--- config.mk ---
export PLATFORM = sky130hd
export DESIGN_NAME = benchTop
export DESIGN_NICKNAME = d
export VERILOG_FILES = /design/src/benchPkg.sv /design/src/benchApbRegs.sv /design/src/benchSequencer.sv /design/src/benchTop.sv /design/src/resultCheck.sv /design/src/storeExecute.sv /design/src/vectorDecode.sv /design/src/vectorRam.sv
export SDC_FILE = /design/constraint.sdc
export NUM_CORES = 2
export LEC_CHECK = 0
export ABC_CLOCK_PERIOD_IN_PS = 5880
export CAP_MARGIN = 5
export CORE_ASPECT_RATIO = 1.2
export CORE_UTILIZATION = 53
export CTS_CLUSTER_DIAMETER = 30
export DETAILED_ROUTE_END_ITERATION = 10
export DONT_BUFFER_PORTS = 1
export PLACE_DENSITY = 0.68
export SLEW_MARGIN = 0
export SYNTH_ARGS = -nofsm -noshare
export SYNTH_HDL_FRONTEND = slang
export SYNTH_MEMORY_MAX_BITS = 65536
export SYNTH_SLANG_ARGS = --single-unit
--- constraint.sdc ---
create_clock -name clk -period 5.88 [get_ports clk]
set_input_delay 0 -clock clk [delete_from_list [all_inputs] [get_ports clk]]
set_output_delay 0 -clock clk [all_outputs]
set_load 0.005 [all_outputs]
--- src/benchPkg.sv ---
package benchPkg;

  typedef logic [63:0] vectorWord;
  typedef logic [7:0] byteValue;
  typedef logic [7:0] handleId;
  typedef logic [7:0] indexId;
  typedef logic [7:0] selectorCode;
  typedef logic [31:0] apbData;

  typedef enum logic [2:0] {
    opNone,
    opWrite,
    opClear,
    opRead,
    opCount
  } storeOp;

  // Vector word layout
  localparam int mutatingBit = 0;
  localparam int expectBoolBit = 1;
  localparam int endBit = 2;
  localparam int handleLsb = 8;
  localparam int indexLsb = 16;
  localparam int valueLsb = 24;
  localparam int selectorLsb = 32;
  localparam int expectValueLsb = 40;

  localparam selectorCode selWrite = 8'd1;
  localparam selectorCode selClear = 8'd2;
  localparam selectorCode selRead = 8'd3;
  localparam selectorCode selCount = 8'd4;

  // APB register map
  localparam logic [7:0] regControl = 8'h00;
  localparam logic [7:0] regStatus = 8'h04;
  localparam logic [7:0] regVectorLow = 8'h08;
  localparam logic [7:0] regVectorHigh = 8'h0C;
  localparam logic [7:0] regVectorCommit = 8'h10;
  localparam logic [7:0] regFailAddress = 8'h14;

endpackage

--- src/benchApbRegs.sv ---
`timescale 1ns/1ps

module benchApbRegs #(
  parameter int ProgramDepth = 64
) (
  input  logic clk,
  input  logic reset,
  input  logic [7:0] paddr,
  input  logic psel,
  input  logic penable,
  input  logic pwrite,
  input  benchPkg::apbData pwdata,
  output benchPkg::apbData prdata,
  output logic pready,
  output logic pslverr,
  input  logic running,
  input  logic done,
  input  logic failed,
  input  logic [$clog2(ProgramDepth)-1:0] failAddress,
  output logic start,
  output logic vecWrite,
  output logic [$clog2(ProgramDepth)-1:0] vecWriteAddress,
  output benchPkg::vectorWord vecWriteData
);

  localparam int AddrWidth = $clog2(ProgramDepth);

  logic setupPhase;
  logic accessPhase;
  logic mapped;
  logic runLocked;
  logic writeOk;
  benchPkg::apbData stageLow;
  benchPkg::apbData stageHigh;

  assign setupPhase = psel && !penable;
  assign accessPhase = psel && penable;

  always_comb begin
    case (paddr)
      benchPkg::regControl, benchPkg::regStatus, benchPkg::regVectorLow,
      benchPkg::regVectorHigh, benchPkg::regVectorCommit,
      benchPkg::regFailAddress: mapped = 1'b1;
      default: mapped = 1'b0;
    endcase
  end

  // Program and control writes are refused while a run is active
  assign runLocked = running && pwrite && (paddr inside {benchPkg::regControl,
      benchPkg::regVectorLow, benchPkg::regVectorHigh, benchPkg::regVectorCommit});

  // No wait states
  assign pready = 1'b1;
  assign pslverr = accessPhase && (!mapped || runLocked);
  assign writeOk = accessPhase && pwrite && mapped && !runLocked;

  always_ff @(posedge clk) begin
    if (!reset) begin
      start <= 1'b0;
    end else begin
      start <= writeOk && (paddr == benchPkg::regControl) && pwdata[0];
    end
  end

  //////////////////////////////////////////////////
  // Vector staging
  //////////////////////////////////////////////////

  always_ff @(posedge clk) begin
    if (writeOk && (paddr == benchPkg::regVectorLow)) begin
      stageLow <= pwdata;
    end
    if (writeOk && (paddr == benchPkg::regVectorHigh)) begin
      stageHigh <= pwdata;
    end
  end

  // Commit writes the staged word at the address carried in pwdata
  assign vecWrite = writeOk && (paddr == benchPkg::regVectorCommit);
  assign vecWriteAddress = pwdata[AddrWidth-1:0];
  assign vecWriteData = {stageHigh, stageLow};

  always_comb begin
    prdata = '0;
    if (accessPhase && !pwrite) begin
      case (paddr)
        benchPkg::regStatus: prdata = {29'd0, done && !failed, done, running};
        benchPkg::regVectorLow: prdata = stageLow;
        benchPkg::regVectorHigh: prdata = stageHigh;
        benchPkg::regFailAddress: prdata = benchPkg::apbData'(failAddress);
        default: prdata = '0;
      endcase
    end
  end

  paddrStable: assert property (@(posedge clk) disable iff (!reset)
    setupPhase |=> $stable(paddr));

  startWhileIdle: assert property (@(posedge clk) disable iff (!reset)
    start |-> !running);

endmodule

--- src/benchSequencer.sv ---
`timescale 1ns/1ps

module benchSequencer #(
  parameter int ProgramDepth = 64
) (
  input  logic clk,
  input  logic reset,
  input  logic start,
  input  logic endSeen,
  input  logic done,
  output logic running,
  output logic issue,
  output logic [$clog2(ProgramDepth)-1:0] issueAddress
);

  localparam int AddrWidth = $clog2(ProgramDepth);

  typedef enum logic [1:0] {
    idle,
    issuing,
    draining
  } seqState;

  seqState state;

  always_ff @(posedge clk) begin
    if (!reset) begin
      state <= idle;
      issueAddress <= '0;
    end else if (start) begin
      state <= issuing;
      issueAddress <= '0;
    end else begin
      case (state)
        issuing: begin
          issueAddress <= issueAddress + 1'b1;
          if (done) begin
            state <= idle;
          end else if (endSeen) begin
            state <= draining;
          end
        end
        // Wait for the end vector to reach the checker
        draining: if (done) state <= idle;
        default: state <= idle;
      endcase
    end
  end

  assign running = (state != idle);
  assign issue = (state == issuing);

  noAddressWrap: assert property (@(posedge clk) disable iff (!reset)
    (issue && issueAddress == AddrWidth'(ProgramDepth - 1)) |=> !issue);

endmodule

--- src/benchTop.sv ---
`timescale 1ns/1ps

module benchTop #(
  parameter int NumHandles = 4,
  parameter int Depth = 16,
  parameter int ProgramDepth = 64
) (
  input  logic clk,
  input  logic reset,
  input  logic [7:0] paddr,
  input  logic psel,
  input  logic penable,
  input  logic pwrite,
  input  benchPkg::apbData pwdata,
  output benchPkg::apbData prdata,
  output logic pready,
  output logic pslverr
);

  localparam int AddrWidth = $clog2(ProgramDepth);

  // Control and program load
  logic running, done, failed, start, vecWrite, issue, endSeen;
  logic [AddrWidth-1:0] failAddress, vecWriteAddress, issueAddress;
  benchPkg::vectorWord vecWriteData;

  // Fetch and decode
  benchPkg::vectorWord word;
  logic wordValid;
  logic [AddrWidth-1:0] wordAddress;
  benchPkg::storeOp op;
  benchPkg::handleId handle;
  benchPkg::indexId index;
  benchPkg::byteValue value, expectValue;
  logic mutating, expectBool, isEnd, stageValid;
  logic [AddrWidth-1:0] stageAddress;

  // Execute results
  logic resultBool, resultMutating, resultExpectBool, resultEnd, resultValid;
  benchPkg::byteValue resultValue, resultExpectValue;
  logic [AddrWidth-1:0] resultAddress;

  benchApbRegs #(.ProgramDepth(ProgramDepth)) apbRegs (
    .clk, .reset, .paddr, .psel, .penable, .pwrite, .pwdata, .prdata, .pready, .pslverr,
    .running, .done, .failed, .failAddress, .start,
    .vecWrite, .vecWriteAddress, .vecWriteData
  );

  vectorRam #(.ProgramDepth(ProgramDepth)) vectorMem (
    .clk, .vecWrite, .vecWriteAddress, .vecWriteData,
    .issue, .issueAddress, .word, .wordValid, .wordAddress
  );

  benchSequencer #(.ProgramDepth(ProgramDepth)) sequencer (
    .clk, .reset, .start, .endSeen, .done, .running, .issue, .issueAddress
  );

  vectorDecode #(.NumHandles(NumHandles), .ProgramDepth(ProgramDepth)) decode (
    .clk, .reset, .start, .word, .wordValid, .wordAddress, .endSeen,
    .op, .handle, .index, .value, .mutating, .expectBool, .expectValue,
    .isEnd, .stageValid, .stageAddress
  );

  storeExecute #(.NumHandles(NumHandles), .Depth(Depth), .ProgramDepth(ProgramDepth)) execute (
    .clk, .reset, .start, .op, .handle, .index, .value, .mutating, .expectBool,
    .expectValue, .isEnd, .stageValid, .stageAddress,
    .resultBool, .resultValue, .resultMutating, .resultExpectBool, .resultExpectValue,
    .resultEnd, .resultValid, .resultAddress
  );

  resultCheck #(.ProgramDepth(ProgramDepth)) check (
    .clk, .reset, .start, .resultBool, .resultValue, .resultMutating,
    .resultExpectBool, .resultExpectValue, .resultEnd, .resultValid, .resultAddress,
    .done, .failed, .failAddress
  );

endmodule

--- src/resultCheck.sv ---
`timescale 1ns/1ps

module resultCheck #(
  parameter int ProgramDepth = 64
) (
  input  logic clk,
  input  logic reset,
  input  logic start,
  input  logic resultBool,
  input  benchPkg::byteValue resultValue,
  input  logic resultMutating,
  input  logic resultExpectBool,
  input  benchPkg::byteValue resultExpectValue,
  input  logic resultEnd,
  input  logic resultValid,
  input  logic [$clog2(ProgramDepth)-1:0] resultAddress,
  output logic done,
  output logic failed,
  output logic [$clog2(ProgramDepth)-1:0] failAddress
);

  logic mismatch;

  // Only queries are judged, end and mutating vectors never fail
  assign mismatch = !resultEnd && !resultMutating &&
                    ((resultBool != resultExpectBool) || (resultValue != resultExpectValue));

  always_ff @(posedge clk) begin
    if (!reset || start) begin
      done <= 1'b0;
      failed <= 1'b0;
      failAddress <= '0;
    end else if (resultValid && !done && (resultEnd || mismatch)) begin
      // First verdict sticks until the next start
      done <= 1'b1;
      failed <= mismatch;
      failAddress <= resultAddress;
    end
  end

endmodule

--- src/storeExecute.sv ---
`timescale 1ns/1ps

module storeExecute #(
  parameter int NumHandles = 4,
  parameter int Depth = 16,
  parameter int ProgramDepth = 64
) (
  input  logic clk,
  input  logic reset,
  input  logic start,
  input  benchPkg::storeOp op,
  input  benchPkg::handleId handle,
  input  benchPkg::indexId index,
  input  benchPkg::byteValue value,
  input  logic mutating,
  input  logic expectBool,
  input  benchPkg::byteValue expectValue,
  input  logic isEnd,
  input  logic stageValid,
  input  logic [$clog2(ProgramDepth)-1:0] stageAddress,
  output logic resultBool,
  output benchPkg::byteValue resultValue,
  output logic resultMutating,
  output logic resultExpectBool,
  output benchPkg::byteValue resultExpectValue,
  output logic resultEnd,
  output logic resultValid,
  output logic [$clog2(ProgramDepth)-1:0] resultAddress
);

  localparam int HandleWidth = (NumHandles > 1) ? $clog2(NumHandles) : 1;
  localparam int IndexWidth = (Depth > 1) ? $clog2(Depth) : 1;

  logic [Depth-1:0] validBits [NumHandles];
  benchPkg::byteValue values [NumHandles][Depth];
  logic [HandleWidth-1:0] handleSel;
  // Depth is a power of two, so the low bits give index modulo Depth
  logic [IndexWidth-1:0] indexSel;
  logic nextBool;
  benchPkg::byteValue nextValue;

  assign handleSel = handle[HandleWidth-1:0];
  assign indexSel = index[IndexWidth-1:0];

  //////////////////////////////////////////////////
  // Store state
  //////////////////////////////////////////////////

  always_ff @(posedge clk) begin
    if (!reset || start) begin
      for (int h = 0; h < NumHandles; h++) validBits[h] <= '0;
    end else if (stageValid) begin
      case (op)
        benchPkg::opWrite: validBits[handleSel][indexSel] <= 1'b1;
        benchPkg::opClear: validBits[handleSel] <= '0;
        default: ;
      endcase
    end
  end

  always_ff @(posedge clk) begin
    if (stageValid && op == benchPkg::opWrite) values[handleSel][indexSel] <= value;
  end

  // Queries see the store before this vector's own update
  always_comb begin
    nextBool = 1'b0;
    nextValue = '0;
    case (op)
      benchPkg::opRead: begin
        nextBool = validBits[handleSel][indexSel];
        if (validBits[handleSel][indexSel]) nextValue = values[handleSel][indexSel];
      end
      benchPkg::opCount: begin
        nextBool = |validBits[handleSel];
        nextValue = benchPkg::byteValue'($countones(validBits[handleSel]));
      end
      default: ;
    endcase
  end

  always_ff @(posedge clk) begin
    if (!reset) resultValid <= 1'b0;
    else resultValid <= stageValid;
  end

  always_ff @(posedge clk) begin
    resultBool <= nextBool;
    resultValue <= nextValue;
    resultMutating <= mutating;
    resultExpectBool <= expectBool;
    resultExpectValue <= expectValue;
    resultEnd <= isEnd;
    resultAddress <= stageAddress;
  end

  legalOp: assert property (@(posedge clk) disable iff (!reset)
    stageValid |-> op inside {benchPkg::opNone, benchPkg::opWrite, benchPkg::opClear,
                              benchPkg::opRead, benchPkg::opCount});

endmodule

--- src/vectorDecode.sv ---
`timescale 1ns/1ps

module vectorDecode #(
  parameter int NumHandles = 4,
  parameter int ProgramDepth = 64
) (
  input  logic clk,
  input  logic reset,
  input  logic start,
  input  benchPkg::vectorWord word,
  input  logic wordValid,
  input  logic [$clog2(ProgramDepth)-1:0] wordAddress,
  output logic endSeen,
  output benchPkg::storeOp op,
  output benchPkg::handleId handle,
  output benchPkg::indexId index,
  output benchPkg::byteValue value,
  output logic mutating,
  output logic expectBool,
  output benchPkg::byteValue expectValue,
  output logic isEnd,
  output logic stageValid,
  output logic [$clog2(ProgramDepth)-1:0] stageAddress
);

  benchPkg::storeOp decodedOp;
  benchPkg::handleId handleField;
  logic accept;

  assign handleField = word[benchPkg::handleLsb +: 8];
  // Nothing passes once the end vector went through
  assign accept = wordValid && !endSeen;

  always_comb begin
    case (word[benchPkg::selectorLsb +: 8])
      benchPkg::selWrite: decodedOp = benchPkg::opWrite;
      benchPkg::selClear: decodedOp = benchPkg::opClear;
      benchPkg::selRead: decodedOp = benchPkg::opRead;
      benchPkg::selCount: decodedOp = benchPkg::opCount;
      default: decodedOp = benchPkg::opNone;
    endcase
    if (handleField >= NumHandles) decodedOp = benchPkg::opNone;
  end

  always_ff @(posedge clk) begin
    if (!reset || start) begin
      endSeen <= 1'b0;
      stageValid <= 1'b0;
    end else begin
      stageValid <= accept;
      if (accept && word[benchPkg::endBit]) endSeen <= 1'b1;
    end
  end

  always_ff @(posedge clk) begin
    op <= decodedOp;
    handle <= handleField;
    index <= word[benchPkg::indexLsb +: 8];
    value <= word[benchPkg::valueLsb +: 8];
    mutating <= word[benchPkg::mutatingBit];
    expectBool <= word[benchPkg::expectBoolBit];
    expectValue <= word[benchPkg::expectValueLsb +: 8];
    isEnd <= word[benchPkg::endBit];
    stageAddress <= wordAddress;
  end

endmodule

--- src/vectorRam.sv ---
`timescale 1ns/1ps

module vectorRam #(
  parameter int ProgramDepth = 64
) (
  input  logic clk,
  input  logic vecWrite,
  input  logic [$clog2(ProgramDepth)-1:0] vecWriteAddress,
  input  benchPkg::vectorWord vecWriteData,
  input  logic issue,
  input  logic [$clog2(ProgramDepth)-1:0] issueAddress,
  output benchPkg::vectorWord word,
  output logic wordValid,
  output logic [$clog2(ProgramDepth)-1:0] wordAddress
);

  benchPkg::vectorWord mem [ProgramDepth];

  always_ff @(posedge clk) begin
    if (vecWrite) begin
      mem[vecWriteAddress] <= vecWriteData;
    end
  end

  // Registered read, the address rides along with the word
  always_ff @(posedge clk) begin
    word <= mem[issueAddress];
    wordValid <= issue;
    wordAddress <= issueAddress;
  end

endmodule
==> Implementation_results.wiki <==
{| class="wikitable"
! Metric !! Value
|-
| I/O Pins || 79
|-
| Cell taking the most area after synthesis || sky130_fd_sc_hd__edfxtp_1
|-
| Final critical-path share of the clock period || 0.892
|-
| Share of cells above drive strength 1 || 0.323
|-
| Area growth from synthesis to layout || 18.0%
|-
| Share of flip-flops with an asynchronous set or reset || 0
|-
| Sinks on the clock net || 3262
|-
| CP bufs+invs || 4
|-
| Maximum fanout encountered on the critical timing path || 29
|-
| Vias in the first global route || 62900
|-
| Proportion of synthesized chip area in sequential cells || 0.776
|-
| Area fraction of the dominant cell type after synthesis || 0.755
|-
| Final weighted congestion in routability-driven placement || about 0.90
|-
| Number of warnings reported in the yosys synthesis log || 0
|-
| IO Port Bufs || 0
|-
| Biggest area contributors in the synthesized netlist || sky130_fd_sc_hd__edfxtp_1, sky130_fd_sc_hd__mux4_2, sky130_fd_sc_hd__dfxtp_1
|-
| Static power due to leakage || approximately 46 nW
|-
| Cts bufs inserted || roughly 480
|-
| Data arrival time of the worst path || slightly above 6 ns
|-
| Length of the first detailed-routing pass in iterations || 6
|-
| Synth cell types || slightly below 60
|-
| Floorplan core area || roughly 230000 µm²
|-
| Die width || 445 µm
|-
| Crit end category || flop
|-
| Placed instance count || 8567
|-
| Std cell rows || 194
|-
| Final critical delay including setup and external delays || 5.24 ns
|-
| RSZ-0062 raised after global routing || false
|-
| List of most frequent post-synthesis cells || sky130_fd_sc_hd__edfxtp_1, sky130_fd_sc_hd__mux4_2, sky130_fd_sc_hd__nor2_1
|-
| Count of antenna-violating nets left after detailed routing || 0
|-
| Die Ht || 533 µm
|-
| Final setup violation count || 0
|-
| Number of buffers added for setup after CTS || 0
|-
| Total negative slack for setup checks || 0 ns
|-
| Number of nets in the final layout || 6062
|-
| Vias after detailed routing || 61000
|-
| Overflow after GRT || 0
|-
| Routed wire per std cell || between 30 and 40 µm
|-
| Clock-pin transition on the worst setup and hold timing paths || 0.05 ns
|-
| Number of register bits inferred by synthesis || 3262
|-
| Number of DRC violations after detailed routing || 0
|-
| Die Outline Area || 237000 µm²
|-
| Cell family contributing the most delay on the critical path || adder cells
|-
| Average cell area after synthesis || roughly 23 µm²
|-
| Max-slew headroom at the worst pin || 0.135
|-
| Total number of H-tree levels || 5
|-
| Mapped Area || approximately 120000 µm²
|-
| Initial DRC Count || 7444
|-
| Number of hold violations in the final report || 0
|-
| Number of slew-limit violations in the final report || 0
|-
| Leading register cell type out of synthesis || sky130_fd_sc_hd__edfxtp_1
|-
| Number of vias per cell || between 6 and 7
|-
| Power density over the cells || between 300 and 400 nW/µm²
|-
| Max-Cap Viols || 0
|-
| Initial antenna violation count || 19
|-
| Buffer cell driving the clock tree root || sky130_fd_sc_hd__clkbuf_16
|-
| Post-Route Skew || about 0.084 ns
|-
| Chain of cells forming the critical path || buf_4, mux2_2, o21ai_0, inv_1, ha_1, fa_1, inv_1, fa_1, fa_1, fa_1, inv_1, ha_1, fa_1, xor2_1, nand2_1, o311a_1, a22oi_1
|-
| Final HPWL from detailed placement || between 150 and 200 mm
|-
| Global-route wire length before repair || 459 mm
|-
| Maximum vdd drop || 0.000260 V
|-
| Fill count || around 15000
|-
| Delay of the slowest cell on the worst path || 0.65 ns
|-
| Cell with the most instances after synthesis || sky130_fd_sc_hd__edfxtp_1
|-
| Overall fraction of global-route tracks in use || 0.273
|-
| Worst setup path class || flop to flop
|-
| Count of mapped cells out of synthesis || 5516
|-
| Starting density of the core || 0.534
|-
| Worst hold-check path type || input port to flop
|-
| Slowest cell on the critical path || sky130_fd_sc_hd__dfxtp_4
|-
| Number of synthesized flops with an enable pin || 3136
|-
| Fmax achieved || 191 MHz
|-
| Clock tree from TritonCTS || built
|-
| Least-Margin Pin Slew || 1.30 ns
|-
| Buffer depth of the longest clock path || 4
|-
| CP dominant cell by count || sky130_fd_sc_hd__fa_1
|-
| Source-to-sink clock delay at the later pin of the worst-skew pair || 0.94 ns
|-
| Crit start category || flop
|-
| Filler-free cell count of the finished design || 9559
|-
| Status || completed
|-
| Number of nets produced by synthesis || about 5600
|-
| Final WL || about 320 mm
|-
| Maximum number of pins on one net before global-route repair || 114
|-
| Required @ worst endpoint || 6.69 ns
|}
logic make-up (layout without fill, tap and decap cells):
| logic type | after synthesis | count (layout) | share of synthesized area |
|---|---|---|---|
| other cells | 1 | 21 | 0.0000301 |
| mux | 1001 | 1001 | 0.171 |
| fa+ha+maj | 33 | 33 | 0.00397 |
| compound gates | 341 | 341 | 0.0170 |
| flops | 3262 | 3262 | 0.776 |
| xor+xnor | 14 | 14 | 0.000984 |
| simple gates | 503 | 503 | 0.0181 |
| buf+inv | 361 | 1248 | 0.0134 |
per-layer routing:
| metal | GRT usage | wire length, µm |
|---|---|---|
| met1 | 0.345 | 115000 |
| met2 | 0.469 | 169000 |
| met3 | 0.0417 | 23800 |
| met4 | 0.121 | 14500 |
| met5 | 0 | 68 |
cell type report:
type | count | area (µm²) | area share
timing repair buffer | 299 | 2860 | 0.0194
antenna | 20 | 50.0 | 0.000340
clock buffer | 522 | 12400 | 0.0841
tap | 3136 | 3920 | 0.0267
sequential | 3262 | 96700 | 0.658
inverter | 47 | 176 | 0.00120
clock inverter | 380 | 4160 | 0.0283
multi-input combinational | 1893 | 26800 | 0.182
cell usage in the layout, fill, tap and decap left out, drive strengths merged, types with 80 or more instances in the layout:
master / synthesis / final
a21oi: 85 / 85
nor2: 256 / 256
clkinv: 0 / 155
buf: 160 / 230
clkbuf: 154 / 522
dfxtp: 126 / 126
nand2: 89 / 89
o21ai: 96 / 96
mux4: 899 / 899
inv: 47 / 153
mux2i: 80 / 80
edfxtp: 3136 / 3136
path summary, 6_finish.rpt:
kind / cells past startpoint / start / slack [ns] / end
max reg2reg: 17 / decode.handle[0] / 0.64 / execute.resultValue[3]
min reg2reg: 0 / decode.expectValue[0] / 0.32 / execute.resultExpectValue[0]
max: 17 / decode.handle[0] / 0.64 / execute.resultValue[3]
min: 2 / pwdata[1] / 0.04 / vectorMem.mem[35][43]
metrics by stage:
stage | worst slack [ns] | power [mW] | instance area [µm²] | hold WS [ns] | utilization
after floorplan | 0.532 | 25.7 | 125000 | 0.0989 | -
after global placement | 0.646 | 25.7 | 130000 | 0.0990 | 0.557
after detailed placement | 0.710 | 25.7 | 130000 | 0.0989 | 0.557
after CTS | 0.664 | 54.4 | 147000 | 0.00326 | 0.630
after global routing | 0.437 | 55.4 | 147000 | 0.0429 | 0.631
final | 0.635 | 54.2 | 147000 | 0.0444 | 0.631
state kept, by name, summed over array words and instances (netlist names), 4 cells and up:
register	cells
apbRegs.stageHigh	32
apbRegs.stageLow	32
check.failAddress	6
decode.expectValue	8
decode.index	4
decode.stageAddress	6
decode.value	8
execute.resultAddress	6
execute.resultExpectValue	8
execute.resultValue	8
execute.validBits	64
execute.values	512
sequencer.issueAddress	6
vectorMem.mem	2496
vectorMem.word	39
vectorMem.wordAddress	6
repair_timing:
item | in CTS | in global routing
resized for setup | 0 | 0
endpoints found under the hold margin | 355 | 0
hold buffers | 70 | 0
power by group:
part	total (mW)	internal [mW]	switching, mW
Clock	28.9	17.9	10.9
Combinational	0.177	0.0742	0.103
Sequential	25.1	25.1	0.00401
Power figures use the tool's default switching activity.
